--- src/verilog/noise_data_pkg.sv ---
// sample, statistic and result widths, block statistic and frame result structs
package noise_data_pkg;

	localparam int sample_w    = 8;  // unsigned input sample
	localparam int sum_w       = 14; // 64 samples of 8 bits
	localparam int sq_sum_w    = 22; // 64 squared deviations of 16 bits
	localparam int var_w       = 16; // squared sum >> 6
	localparam int noise_sum_w = 20; // up to 16 variances

	// one finished block, sent out with block_stat_valid
	typedef struct packed {
		logic [sample_w-1:0] mean;
		logic [var_w-1:0]    variance;
		logic [3:0]          block_index; // position in the frame
	} block_stat_t;

	// frame result, sent out with noise_valid
	typedef struct packed {
		logic [var_w-1:0] noise_level;
		logic [4:0]       block_count; // 1 to 16
	} noise_result_t;

endpackage

--- src/verilog/noise_ctrl_pkg.sv ---
// block geometry, controller state encoding and variance job struct
package noise_ctrl_pkg;

	localparam int block_samples   = 64;
	localparam int block_log2      = 6;
	localparam int addr_w          = 6; // one bank of the ping-pong buffer
	localparam int max_blocks_log2 = 4; // at most 16 blocks per frame

	typedef enum logic [1:0] {
		idle          = 2'd0,
		read_block    = 2'd1, // accepting samples into the write bank
		wait_for_mean = 2'd2, // block full, waiting to hand it to the variance unit
		drain         = 2'd3  // last block dispatched, waiting for its variance
	} ctrl_state_t;

	// handed from the controller to block_variance with variance_start
	typedef struct packed {
		logic                                bank;
		logic [noise_data_pkg::sample_w-1:0] mean;
		logic [max_blocks_log2-1:0]          block_index;
		logic                                last; // final block of the frame
	} variance_job_t;

endpackage

--- src/verilog/block_buffer.sv ---
// two-bank ping-pong sample memory with a registered read port
module block_buffer (
	input  logic                                clk,
	input  logic                                wr_en,
	input  logic                                wr_bank,
	input  logic [noise_ctrl_pkg::addr_w-1:0]   wr_addr,
	input  logic [noise_data_pkg::sample_w-1:0] wr_data,
	input  logic                                rd_bank,
	input  logic [noise_ctrl_pkg::addr_w-1:0]   rd_addr,
	output logic [noise_data_pkg::sample_w-1:0] rd_data
);

	// bank 0 and bank 1, one block each
	logic [noise_data_pkg::sample_w-1:0] mem [2][noise_ctrl_pkg::block_samples];

	// capture side, fed by the controller
	always_ff @(posedge clk) begin
		if (wr_en)
			mem[wr_bank][wr_addr] <= wr_data;
	end

	// variance side, data one cycle after the address
	always_ff @(posedge clk) begin
		rd_data <= mem[rd_bank][rd_addr];
	end

endmodule

--- src/verilog/block_mean.sv ---
// running block sum and block mean, built while the block is captured
module block_mean (
	input  logic                                clk,
	input  logic                                rst_n,
	input  logic                                sample_accept,
	input  logic [noise_data_pkg::sample_w-1:0] sample_data,
	input  logic                                block_clear,
	output logic                                mean_ready,
	output logic [noise_data_pkg::sample_w-1:0] mean
);

	logic [noise_data_pkg::sum_w-1:0]    sum;
	logic [noise_data_pkg::sum_w-1:0]    sum_next;
	logic [noise_ctrl_pkg::block_log2-1:0] accept_cnt;
	logic                                block_full; // this accept is the 64th

	assign sum_next   = sum + sample_data;
	assign block_full = sample_accept && (&accept_cnt);

	always_ff @(posedge clk or negedge rst_n) begin
		if (!rst_n) begin
			sum        <= '0;
			accept_cnt <= '0;
			mean_ready <= 1'b0;
		end else begin
			mean_ready <= block_full;
			if (block_clear) begin
				sum        <= '0;
				accept_cnt <= '0;
			end else if (sample_accept) begin
				sum        <= sum_next;
				accept_cnt <= accept_cnt + 1'b1; // wraps after 64
			end
		end
	end

	// sum >> 6, fraction dropped
	always_ff @(posedge clk) begin
		if (block_full)
			mean <= sum_next[noise_ctrl_pkg::block_log2 +: noise_data_pkg::sample_w];
	end

endmodule

--- src/verilog/block_variance.sv ---
// second pass over a stored block: squared deviations from the mean, block variance
module block_variance (
	input  logic                                clk,
	input  logic                                rst_n,
	input  logic                                variance_start,
	input  noise_ctrl_pkg::variance_job_t       variance_job,
	input  logic [noise_data_pkg::sample_w-1:0] rd_data,
	output logic                                rd_bank,
	output logic [noise_ctrl_pkg::addr_w-1:0]   rd_addr,
	output logic                                variance_busy,
	output logic                                variance_done,
	output logic                                variance_last,
	output noise_data_pkg::block_stat_t         block_stat
);

	localparam logic [noise_ctrl_pkg::addr_w-1:0] last_addr = noise_ctrl_pkg::addr_w'(
		noise_ctrl_pkg::block_samples - 1);

	noise_ctrl_pkg::variance_job_t job_q;

	logic                                    reading;  // address phase active
	logic                                    rd_valid; // rd_data holds a sample
	logic                                    rd_final; // ...and it is the block's last
	logic [noise_data_pkg::sample_w-1:0]     dev;
	logic [2*noise_data_pkg::sample_w-1:0]   dev_sq;
	logic [noise_data_pkg::sq_sum_w-1:0]     sq_sum;
	logic [noise_data_pkg::sq_sum_w-1:0]     sq_sum_next;

	assign rd_bank = job_q.bank;

	// |sample - mean|, then squared
	assign dev         = (rd_data >= job_q.mean) ? rd_data - job_q.mean : job_q.mean - rd_data;
	assign dev_sq      = dev * dev;
	assign sq_sum_next = sq_sum + dev_sq;

	always_ff @(posedge clk or negedge rst_n) begin
		if (!rst_n) begin
			reading       <= 1'b0;
			rd_addr       <= '0;
			rd_valid      <= 1'b0;
			rd_final      <= 1'b0;
			sq_sum        <= '0;
			variance_busy <= 1'b0;
			variance_done <= 1'b0;
			variance_last <= 1'b0;
		end else begin
			rd_valid      <= reading;
			rd_final      <= reading && (rd_addr == last_addr);
			variance_done <= rd_final; // output register stage
			if (variance_start) begin
				reading       <= 1'b1;
				rd_addr       <= '0;
				variance_busy <= 1'b1;
			end else if (reading) begin
				rd_addr <= rd_addr + 1'b1;
				if (rd_addr == last_addr)
					reading <= 1'b0;
			end
			if (rd_final) begin
				sq_sum        <= '0;
				variance_busy <= 1'b0; // bank is free again
				variance_last <= job_q.last;
			end else if (rd_valid) begin
				sq_sum <= sq_sum_next;
			end
		end
	end

	always_ff @(posedge clk) begin
		if (variance_start)
			job_q <= variance_job;
		if (rd_final)
			block_stat <= '{
				mean:        job_q.mean,
				variance:    sq_sum_next[noise_ctrl_pkg::block_log2 +: noise_data_pkg::var_w],
				block_index: job_q.block_index
			};
	end

endmodule

--- src/verilog/noise_accumulator.sv ---
// frame accumulator: sums block variances and produces the frame noise level
module noise_accumulator (
	input  logic                          clk,
	input  logic                          rst_n,
	input  logic                          variance_done,
	input  logic                          variance_last,
	input  noise_data_pkg::block_stat_t   block_stat,
	input  logic [2:0]                    blocks_log2,
	output logic                          noise_valid,
	output noise_data_pkg::noise_result_t noise_result
);

	logic [noise_data_pkg::noise_sum_w-1:0]   noise_sum;
	logic [noise_data_pkg::noise_sum_w-1:0]   noise_sum_next;
	logic [noise_data_pkg::noise_sum_w-1:0]   noise_shifted;
	logic [noise_ctrl_pkg::max_blocks_log2:0] block_cnt;
	logic [noise_ctrl_pkg::max_blocks_log2:0] block_cnt_next;

	assign noise_sum_next = noise_sum + block_stat.variance;
	assign block_cnt_next = block_cnt + 1'b1;
	assign noise_shifted  = noise_sum_next >> blocks_log2; // divide by block count

	always_ff @(posedge clk or negedge rst_n) begin
		if (!rst_n) begin
			noise_sum   <= '0;
			block_cnt   <= '0;
			noise_valid <= 1'b0;
		end else begin
			noise_valid <= variance_done && variance_last;
			if (variance_done) begin
				if (variance_last) begin
					noise_sum <= '0; // ready for the next frame
					block_cnt <= '0;
				end else begin
					noise_sum <= noise_sum_next;
					block_cnt <= block_cnt_next;
				end
			end
		end
	end

	always_ff @(posedge clk) begin
		if (variance_done && variance_last)
			noise_result <= '{
				noise_level: noise_shifted[noise_data_pkg::var_w-1:0],
				block_count: block_cnt_next
			};
	end

endmodule

--- src/verilog/noise_estimation_fsm.sv ---
// frame and block sequencing controller: sample acceptance, buffer writes, variance dispatch
module noise_estimation_fsm (
	input  logic                                  clk,
	input  logic                                  rst_n,
	input  logic                                  start_of_frame,
	input  logic [2:0]                            blocks_log2,
	input  logic                                  sample_valid,
	input  logic                                  mean_ready,
	input  logic [noise_data_pkg::sample_w-1:0]   mean,
	input  logic                                  variance_busy,
	input  logic                                  variance_done,
	input  logic                                  variance_last,
	output logic                                  sample_ready,
	output logic                                  wr_en,
	output logic                                  wr_bank,
	output logic [noise_ctrl_pkg::addr_w-1:0]     wr_addr,
	output logic                                  block_clear,
	output logic                                  variance_start,
	output noise_ctrl_pkg::variance_job_t         variance_job
);

	noise_ctrl_pkg::ctrl_state_t state, next_state;

	logic [noise_ctrl_pkg::addr_w-1:0]          sample_cnt;
	logic [noise_ctrl_pkg::max_blocks_log2-1:0] block_idx;
	logic [2:0]                                 blocks_q;    // frame size, held for the frame
	logic [noise_ctrl_pkg::max_blocks_log2:0]   block_total;
	logic                                       last_block;
	logic                                       mean_pend;   // mean arrived while unit was busy
	logic                                       have_mean;

	assign block_total = {{noise_ctrl_pkg::max_blocks_log2{1'b0}}, 1'b1} << blocks_q;
	assign last_block  = ({1'b0, block_idx} == block_total - 1'b1);
	assign have_mean   = mean_ready | mean_pend;

	assign wr_en   = sample_valid & sample_ready;
	assign wr_addr = sample_cnt;

	// job for the block just filled, mean held by block_mean until the next block
	assign variance_job = '{
		bank:        wr_bank,
		mean:        mean,
		block_index: block_idx,
		last:        last_block
	};

	always_comb begin
		next_state     = state;
		sample_ready   = 1'b0;
		block_clear    = 1'b0;
		variance_start = 1'b0;
		case (state)
			noise_ctrl_pkg::idle: begin
				if (start_of_frame) begin
					next_state  = noise_ctrl_pkg::read_block;
					block_clear = 1'b1;
				end
			end
			noise_ctrl_pkg::read_block: begin
				sample_ready = 1'b1;
				if (sample_valid && (&sample_cnt))
					next_state = noise_ctrl_pkg::wait_for_mean; // 64th sample taken
			end
			noise_ctrl_pkg::wait_for_mean: begin
				if (have_mean && !variance_busy) begin
					variance_start = 1'b1;
					if (last_block) begin
						next_state = noise_ctrl_pkg::drain;
					end else begin
						next_state  = noise_ctrl_pkg::read_block;
						block_clear = 1'b1;
					end
				end
			end
			noise_ctrl_pkg::drain: begin
				if (variance_done && variance_last)
					next_state = noise_ctrl_pkg::idle;
			end
			default: next_state = noise_ctrl_pkg::idle;
		endcase
	end

	always_ff @(posedge clk or negedge rst_n) begin
		if (!rst_n) begin
			state      <= noise_ctrl_pkg::idle;
			sample_cnt <= '0;
			block_idx  <= '0;
			blocks_q   <= '0;
			wr_bank    <= 1'b0;
			mean_pend  <= 1'b0;
		end else begin
			state <= next_state;
			if (state == noise_ctrl_pkg::idle && start_of_frame) begin
				blocks_q  <= blocks_log2;
				block_idx <= '0;
			end
			if (block_clear)
				sample_cnt <= '0;
			else if (wr_en)
				sample_cnt <= sample_cnt + 1'b1;
			if (variance_start) begin
				mean_pend <= 1'b0;
				block_idx <= block_idx + 1'b1;
				wr_bank   <= ~wr_bank; // next block goes to the other bank
			end else if (mean_ready) begin
				mean_pend <= 1'b1;
			end
		end
	end

endmodule

--- src/verilog/noise_estimation_top.sv ---
// noise estimator top level: controller, ping-pong buffer, mean, variance, accumulator
module noise_estimation_top (
	input  logic                                clk,
	input  logic                                rst_n,
	input  logic                                start_of_frame,
	input  logic [2:0]                          blocks_log2,
	input  logic                                sample_valid,
	input  logic [noise_data_pkg::sample_w-1:0] sample_data,
	output logic                                sample_ready,
	output logic                                block_stat_valid,
	output noise_data_pkg::block_stat_t         block_stat,
	output logic                                noise_valid,
	output noise_data_pkg::noise_result_t       noise_result
);

	logic                                wr_en;
	logic                                wr_bank;
	logic [noise_ctrl_pkg::addr_w-1:0]   wr_addr;
	logic                                rd_bank;
	logic [noise_ctrl_pkg::addr_w-1:0]   rd_addr;
	logic [noise_data_pkg::sample_w-1:0] rd_data;
	logic                                block_clear;
	logic                                mean_ready;
	logic [noise_data_pkg::sample_w-1:0] mean;
	logic                                variance_start;
	noise_ctrl_pkg::variance_job_t       variance_job;
	logic                                variance_busy;
	logic                                variance_last;

	noise_estimation_fsm u_fsm (
		.clk            (clk),
		.rst_n          (rst_n),
		.start_of_frame (start_of_frame),
		.blocks_log2    (blocks_log2),
		.sample_valid   (sample_valid),
		.mean_ready     (mean_ready),
		.mean           (mean),
		.variance_busy  (variance_busy),
		.variance_done  (block_stat_valid),
		.variance_last  (variance_last),
		.sample_ready   (sample_ready),
		.wr_en          (wr_en),
		.wr_bank        (wr_bank),
		.wr_addr        (wr_addr),
		.block_clear    (block_clear),
		.variance_start (variance_start),
		.variance_job   (variance_job)
	);

	block_buffer u_buffer (
		.clk     (clk),
		.wr_en   (wr_en),
		.wr_bank (wr_bank),
		.wr_addr (wr_addr),
		.wr_data (sample_data),
		.rd_bank (rd_bank),
		.rd_addr (rd_addr),
		.rd_data (rd_data)
	);

	block_mean u_mean (
		.clk           (clk),
		.rst_n         (rst_n),
		.sample_accept (wr_en), // same strobe as the buffer write
		.sample_data   (sample_data),
		.block_clear   (block_clear),
		.mean_ready    (mean_ready),
		.mean          (mean)
	);

	block_variance u_variance (
		.clk            (clk),
		.rst_n          (rst_n),
		.variance_start (variance_start),
		.variance_job   (variance_job),
		.rd_data        (rd_data),
		.rd_bank        (rd_bank),
		.rd_addr        (rd_addr),
		.variance_busy  (variance_busy),
		.variance_done  (block_stat_valid),
		.variance_last  (variance_last),
		.block_stat     (block_stat)
	);

	noise_accumulator u_accum (
		.clk           (clk),
		.rst_n         (rst_n),
		.variance_done (block_stat_valid),
		.variance_last (variance_last),
		.block_stat    (block_stat),
		.blocks_log2   (blocks_log2),
		.noise_valid   (noise_valid),
		.noise_result  (noise_result)
	);

endmodule
--- config.mk ---
export PLATFORM = sky130hd
export DESIGN_NAME = noise_estimation_top
export DESIGN_NICKNAME = d
export VERILOG_FILES = /design/src/verilog/noise_data_pkg.sv /design/src/verilog/noise_ctrl_pkg.sv /design/src/verilog/block_buffer.sv /design/src/verilog/block_mean.sv /design/src/verilog/block_variance.sv /design/src/verilog/noise_accumulator.sv /design/src/verilog/noise_estimation_fsm.sv /design/src/verilog/noise_estimation_top.sv
export SDC_FILE = /design/constraint.sdc
export NUM_CORES = 1
export LEC_CHECK = 0
export BUFFER_PORTS_ARGS = -buffer_cell sky130_fd_sc_hd__buf_2
export CAP_MARGIN = 20
export CORE_MARGIN = 5
export CORE_UTILIZATION = 68
export CTS_CLUSTER_SIZE = 10
export DETAILED_ROUTE_END_ITERATION = 6
export PLACE_DENSITY = 0.85
export SLEW_MARGIN = 20
export SYNTH_ARGS = -nofsm -noshare
export SYNTH_HDL_FRONTEND = slang
export SYNTH_SLANG_ARGS = --single-unit
--- constraint.sdc ---
create_clock -name clk -period 16.3 [get_ports clk]
set_input_delay 3.26 -clock clk [delete_from_list [all_inputs] [get_ports clk]]
set_output_delay 3.26 -clock clk [all_outputs]
set_load 0.01 [all_outputs]
* Word level (Yosys, flattened, before mapping)
Memories as Yosys holds them, arrays and structs flattened. A register that Yosys moved wholly into a read port is not among the register bits. Cells that the tools add are included.
Word-level totals: output and inout port bits 52, memories kept 1, memory bits (writable) 1024, register bits after elaboration 177
Memory list:
- u_buffer.mem | depth 2, width 512, rd ports 1, clocked after memory_dff 1, write ports 1, RTL line block_buffer.sv:14 | logic [noise_data_pkg::sample_w-1:0] mem [2][noise_ctrl_pkg::block_samples];
Operators by class: shift-type cells 2, equal/unequal tests 9, reductions and logical operators 18, $mul 1, order comparisons 4, $add $sub $neg 11, bitwise operators 5, muxes and demuxes 43
Operator list (count):
- 2-to-1 mux 512 bit | 1
- binary-select mux 8 bit (select 6 bit) | 1
- demux 8 bit (select 6 bit) | 1
- 2-to-1 mux 22 bit | 2
- 2-to-1 mux 6 bit | 6
- 2-to-1 mux 8 bit | 4
- 2-to-1 mux 14 bit | 2
- adder 22 x 16 -> 22 bit | 1
- adder 20 x 16 -> 20 bit | 1
- 2-to-1 mux 20 bit | 1
- >> shifter 20 x 3 -> 16 bit | 1
- adder 6 x 1 -> 6 bit, second input constant | 3
- multiplier 8 x 8 -> 16 bit | 1
- subtractor 8 bit | 2
- 2-to-1 mux 1 bit | 15
- adder 14 x 8 -> 14 bit | 1
- greater-or-equal comparator 7 bit, second input constant | 2
- inverter 6 -> 7 bit | 2
- AND reduction 6 bit | 2
- nonzero test 2 bit | 6
- 2-to-1 mux 2 bit | 5
- greater-or-equal comparator 8 bit | 1
- 2-to-1 mux 4 bit | 2
- one-hot mux 2 bit (4 select lines) | 1
- 20 further kinds | 29

* Depth between registers and ports, before layout
depth in word-level cells 7, gate-level depth with buffers 28, gate-level depth less buffers 28

* Cells and area by module
Synthesis repeated with hierarchy kept, for this count alone.
Unflattened totals: cell total of the unflattened synthesis 2760, area total of the unflattened synthesis 51031.4 µm²
Modules (own cells, without submodules):
- block_buffer | cells an instance 1622, seq. area each 30909.6 µm², instances 1, area an instance 39585.5 µm²
- block_variance | cells an instance 529, seq. area each 2112.0 µm², instances 1, area an instance 5590.4 µm²
- noise_accumulator | cells an instance 352, seq. area each 1281.2 µm², instances 1, area an instance 3281.9 µm²
- block_mean | cells an instance 148, seq. area each 765.7 µm², instances 1, area an instance 1625.3 µm²
- noise_estimation_fsm | cells an instance 109, seq. area each 425.4 µm², instances 1, area an instance 948.4 µm²

* Worst setup path before layout
No wires, ideal clock.
kind register to register, start point register u_variance.job_q[5] (netlist name), end point register, netlist name u_variance.block_stat[17], path slack 9.755 ns, setup time 0.262 ns, stages on the path, launching flop included 24, arrival 6.283 ns, period minus slack after synthesis 6.545 ns, cell sequence edfxtp_1 -> ha_1 -> inv_1 -> fa_1 -> a21o_1 -> a2111oi_4 -> o31a_1 -> mux2i_1 -> xor2_1 -> nor2_1 -> fa_1 -> fa_1 -> fa_1 -> inv_1 -> fa_1 -> inv_1 -> ha_1 -> nand2_1 -> o21ai_0 -> nand2_1 -> o21bai_1 -> a2111oi_0 -> o31ai_1 -> xnor2_1
On the way: word-level cells in the longest chain between the ends 4, elaborated cells on any way between the ends 6, classes of those cells add/sub (3); mul (1); order compare (1); mux (1)
RTL lines:
- start: declaration | RTL line block_variance.sv:19 | noise_ctrl_pkg::variance_job_t job_q;
- start signal: assignment | RTL line block_variance.sv:71 | job_q <= variance_job;
- subtractor 8 bit / greater-or-equal comparator 8 bit (equally long branches) | RTL line block_variance.sv:32 | assign dev = (rd_data >= job_q.mean) ? rd_data - job_q.mean : job_q.mean - rd_data;
- 2-to-1 mux 8 bit * | RTL line block_variance.sv:32
- multiplier 8 x 8 -> 16 bit * | RTL line block_variance.sv:33 | assign dev_sq = dev * dev;
- adder 22 x 16 -> 22 bit * | RTL line block_variance.sv:34 | assign sq_sum_next = sq_sum + dev_sq;
- named net u_variance.sq_sum_next, one bit | RTL line block_variance.sv:27 | logic [noise_data_pkg::sq_sum_w-1:0] sq_sum_next;
Mark *: on every way through the listed nets, which the timed path passes. The rest lies on a longest branch. A chain may end at the register's enable or synchronous reset.

* Final worst setup path
start point register u_variance.job_q[5] (netlist name), end point register, netlist name u_variance.block_stat[17]
On the way: word-level cells in the longest chain between the ends 4, elaborated cells on any way between the ends 6, classes of those cells add/sub (3); mul (1); order compare (1); mux (1)
RTL lines (RTL line):
- subtractor 8 bit / greater-or-equal comparator 8 bit (equally long branches) | block_variance.sv:32
- 2-to-1 mux 8 bit * | block_variance.sv:32
- multiplier 8 x 8 -> 16 bit * | block_variance.sv:33
- adder 22 x 16 -> 22 bit * | block_variance.sv:34
- named net u_variance.sq_sum_next, one bit | block_variance.sv:27
Marked as above.

==> results by group <==
Die
  • Core region area: approximately 75000 sq um
  • I/O Pins: 67
  • Starting Density: 0.688
  • Die width: 285 um
  • Cell Rows: 100
  • Die area: approximately 81000 sq um
  • Die Ht: 285 um

Clocking
  • CTS Buf Count: 139
  • Clk pin slew, worst setup/hold paths: approximately 60 ps
  • CTS Buffer Depth: 3
  • Cts repair resizes: 0
  • Root buf cell: clkbuf_16
  • CTS HTree Levels: 4
  • Post-CTS Hold Buffers: 0
  • Post-CTS Setup Inserts: 0
  • Clock sink count: 1202
  • Worst-Skew Late Latency: 730 ps
  • CTS tree: done

Placement
  • Routability-driven placement congestion ratio: 0.864
  • Dpl cells: about 3700
  • Setup WS pre-CTS: between 8000 and 9000 ps
  • Hpwl dp: 73200 um
  • Input/output buffers: 66

STA
  • Max_slew headroom: 0.217
  • Setup slack after layout: 8870 ps
  • Count of final setup violators: 0
  • Worst-Margin Slew: ~1200 ps
  • Clock Skews: approximately 18 ps
  • Fmax: 135 MHz
  • Max Slew Vio Count: 0
  • Fin crit period: approximately 7400 ps
  • Final Hold Viols: 0
  • RSZ-0062 raised after global routing: false
  • Final period utilization: 0.456
  • Hold slack final: 420 ps
  • Setup TNS: 0 ps

Global route
  • Largest net degree at the start of global routing: 163
  • Initial antenna violation count: 4
  • Global-route wire length before repair: 190000 um
  • Number of global-route vias before repair: 29000
  • Global Route Usage Sum: 0.320
  • GR Overflow Total: 0

Yosys
  • Simple-Gate Fraction of Synth Area: 0.0433
  • Post-synthesis mux area share: 0.161
  • Largest family of logic cells by synthesized area: multiplexers
  • Sequential element share of the synthesized area: 0.692
  • Post-synthesis compound-gate area fraction: 0.0345
  • Post-synth EDFFs: 1095
  • Ys flop type: edfxtp_1
  • Synth Net Count: 2931
  • XOR/XNOR share of the synthesized area: 0.0133
  • Yosys warns: 0
  • Post-synthesis cell count: 2790
  • Cell area after synthesis: a little over 50000 sq um
  • Synth Register Bits: 1202
  • Fraction of registers with async set/reset: 0.0815
  • Post-Synth Adder-Cell Area: 0.0367
  • Avg Cell Area, Syn: 18.4 sq um
  • Cell variety after synth: between 80 and 90

Critical path
  • Worst Path Arrival: 7890 ps
  • Worst-case reg-to-reg path depth: 24
  • Critical R2R Launch: u_variance.job_q[5]$_DFFE_PP_
  • CP startpoint kind: flip-flop
  • Type of the worst setup path: reg2reg
  • Data required time of the worst path: 16770 ps
  • Critical path launch point: u_variance.job_q[5]$_DFFE_PP_
  • Crit path to: u_variance.block_stat[17]$_DFFE_PP_
  • Reg2reg setup slack: 8870 ps
  • Worst Path Max Fanout: 9
  • Critical Path End Type: flip-flop
  • RR Endpoint: u_variance.block_stat[17]$_DFFE_PP_

Pwr
  • Peak supply drop: 0.000162 V
  • Pleak: roughly 19 nW
  • Pwr Density: about 110 nW/um^2

Cells and area
  • Share of layout cells above drive strength 1: 0.218
  • Final Non-Filler Cells: 3930
  • Layout Area Growth over Synthesis: 10.2%
  • # diodes: 0
  • Commonest non-fill, non-tap cell in the layout: edfxtp_1
  • Leading cell types in the layout, fill and taps excluded: edfxtp_1, mux4_2, nor2_1, clkbuf_16, inv_1
  • Area of the multi-input gates: 14800 sq um
  • Post-layout nets: 3036
  • FF+latch area: roughly 36000 sq um
  • # fillers: between 3000 and 4000

Detailed routing
  • DRT antenna net count: 0
  • DR vias: 28100
  • Drt first pass iters: 6
  • Residual DRC: 0
  • Via density: 7.15
  • Post-Route WL: 128000 um
  • Routed wire per std cell: between 30 and 40 um
  • Drt initial violations: approximately 4000

Min path
  • Hold Crit Start: u_mean.mean[5]$_DFFE_PP_
  • Hold Path Stages: 0
  • Min-Delay Path Class: reg2reg

Outcome
  • Status: completed

Run
  • # Max-Cap Violations: 0
-- cells in the mapped netlist, drive strengths merged, types with 41 or more instances --
| cell type | number | area [sq um] |
|---|---|---|
| clkbuf | 83 | 313 |
| fa | 41 | 821 |
| ha | 85 | 1060 |
| nor2 | 227 | 852 |
| inv | 111 | 417 |
| edfxtp | 1095 | 32900 |
| a21oi | 49 | 245 |
| mux2i | 67 | 671 |
| dfrtp | 98 | 2450 |
| buf | 51 | 234 |
| o21ai | 59 | 299 |
| nand2 | 87 | 327 |
| xnor2 | 43 | 377 |
| mux4 | 330 | 7430 |
-- metrics by stage --
| stage | power [mW] | cell area (sq um) | utilization |
|---|---|---|---|
| final | 6.22 | 56500 | 0.758 |
| after global routing | 6.39 | 56500 | 0.758 |
| after CTS | 6.23 | 56500 | 0.758 |
| after detailed placement | 3.50 | 52600 | 0.705 |
| after global placement | 3.49 | 52600 | 0.705 |
| after floorplan | 3.44 | 51300 | - |
-- worst max-delay path, cell delays in order (launching register included) --
cell and delay (ps):
edfxtp_1 380, ha_1 180, inv_1 50, fa_1 390, a21o_1 230, a2111oi_4 440, o31ai_4 180, nor3b_1 210
a31oi_1 70, xnor2_1 680, nor2_1 140, fa_1 550, fa_1 540, fa_1 500, inv_1 50, fa_1 470
inv_1 40, ha_1 360, nand2_1 90, o21ai_0 390, nand2_1 120, o21bai_1 200, a2111oi_0 590, o31ai_1 150
xnor2_1 160
-- registers in the layout, indices dropped and copies added, names as in the netlist, 2 cells and up, named ones only --
register / flops
u_accum.block_cnt: 5
u_accum.noise_result: 21
u_accum.noise_sum: 20
u_buffer.mem: 1024
u_buffer.rd_data: 8
u_fsm.block_idx: 4
u_fsm.blocks_q: 3
u_fsm.state: 2
u_fsm.wr_addr: 6
u_mean.accept_cnt: 6
u_mean.mean: 8
u_mean.sum: 14
u_variance.block_stat: 28
u_variance.job_q: 13
u_variance.rd_addr: 6
u_variance.sq_sum: 22
-- logic make-up after synthesis --
| logic type | Yosys count |
|---|---|
| compound gates | 247 |
| mux | 410 |
| xor+xnor | 78 |
| simple gates | 480 |
| fa+ha+maj | 126 |
| buf+inv | 247 |
| flops | 1202 |
-- layer usage --
| layer | vias to the layer above | routed length (um) | track usage | share of wire |
|---|---|---|---|---|
| met2 | 2107 | 64500 | 0.535 | 0.51 |
| met1 | 14300 | 43700 | 0.414 | 0.34 |
| met5 | - | 88 | 0 | 0.00069 |
| li1 | 11200 | - | - | - |
| met4 | 6 | 6330 | 0.136 | 0.050 |
| met3 | 409 | 13000 | 0.0691 | 0.10 |
-- layout make-up --
class                      instances  area share
clock inverter                    14     0.00359
clock buffer                     193      0.0659
inverter                         113     0.00750
multi-input combinational       1341       0.262
sequential                      1202       0.629
tap                              969      0.0215
timing repair buffer              98      0.0108
-- how the worst min path moves through the flow --
stage,end
6_report,u_variance.job_q[10]$_DFFE_PP_
2_1_floorplan,u_variance.rd_valid$_DFF_PN0_
3_5_place_dp,u_variance.job_q[9]$_DFFE_PP_
3_3_place_gp,u_variance.job_q[9]$_DFFE_PP_
5_1_grt,u_variance.job_q[10]$_DFFE_PP_
4_1_cts,u_variance.job_q[10]$_DFFE_PP_
-- where the power goes --
part | internal [mW] | switching [mW] | total (mW)
Combinational | 0.0108 | 0.0608 | 0.0717
Clock | 1.59 | 1.19 | 2.78
Sequential | 3.36 | 0.000569 | 3.36
Total | 4.96 | 1.26 | 6.22
Power figures use the tool's default switching activity.
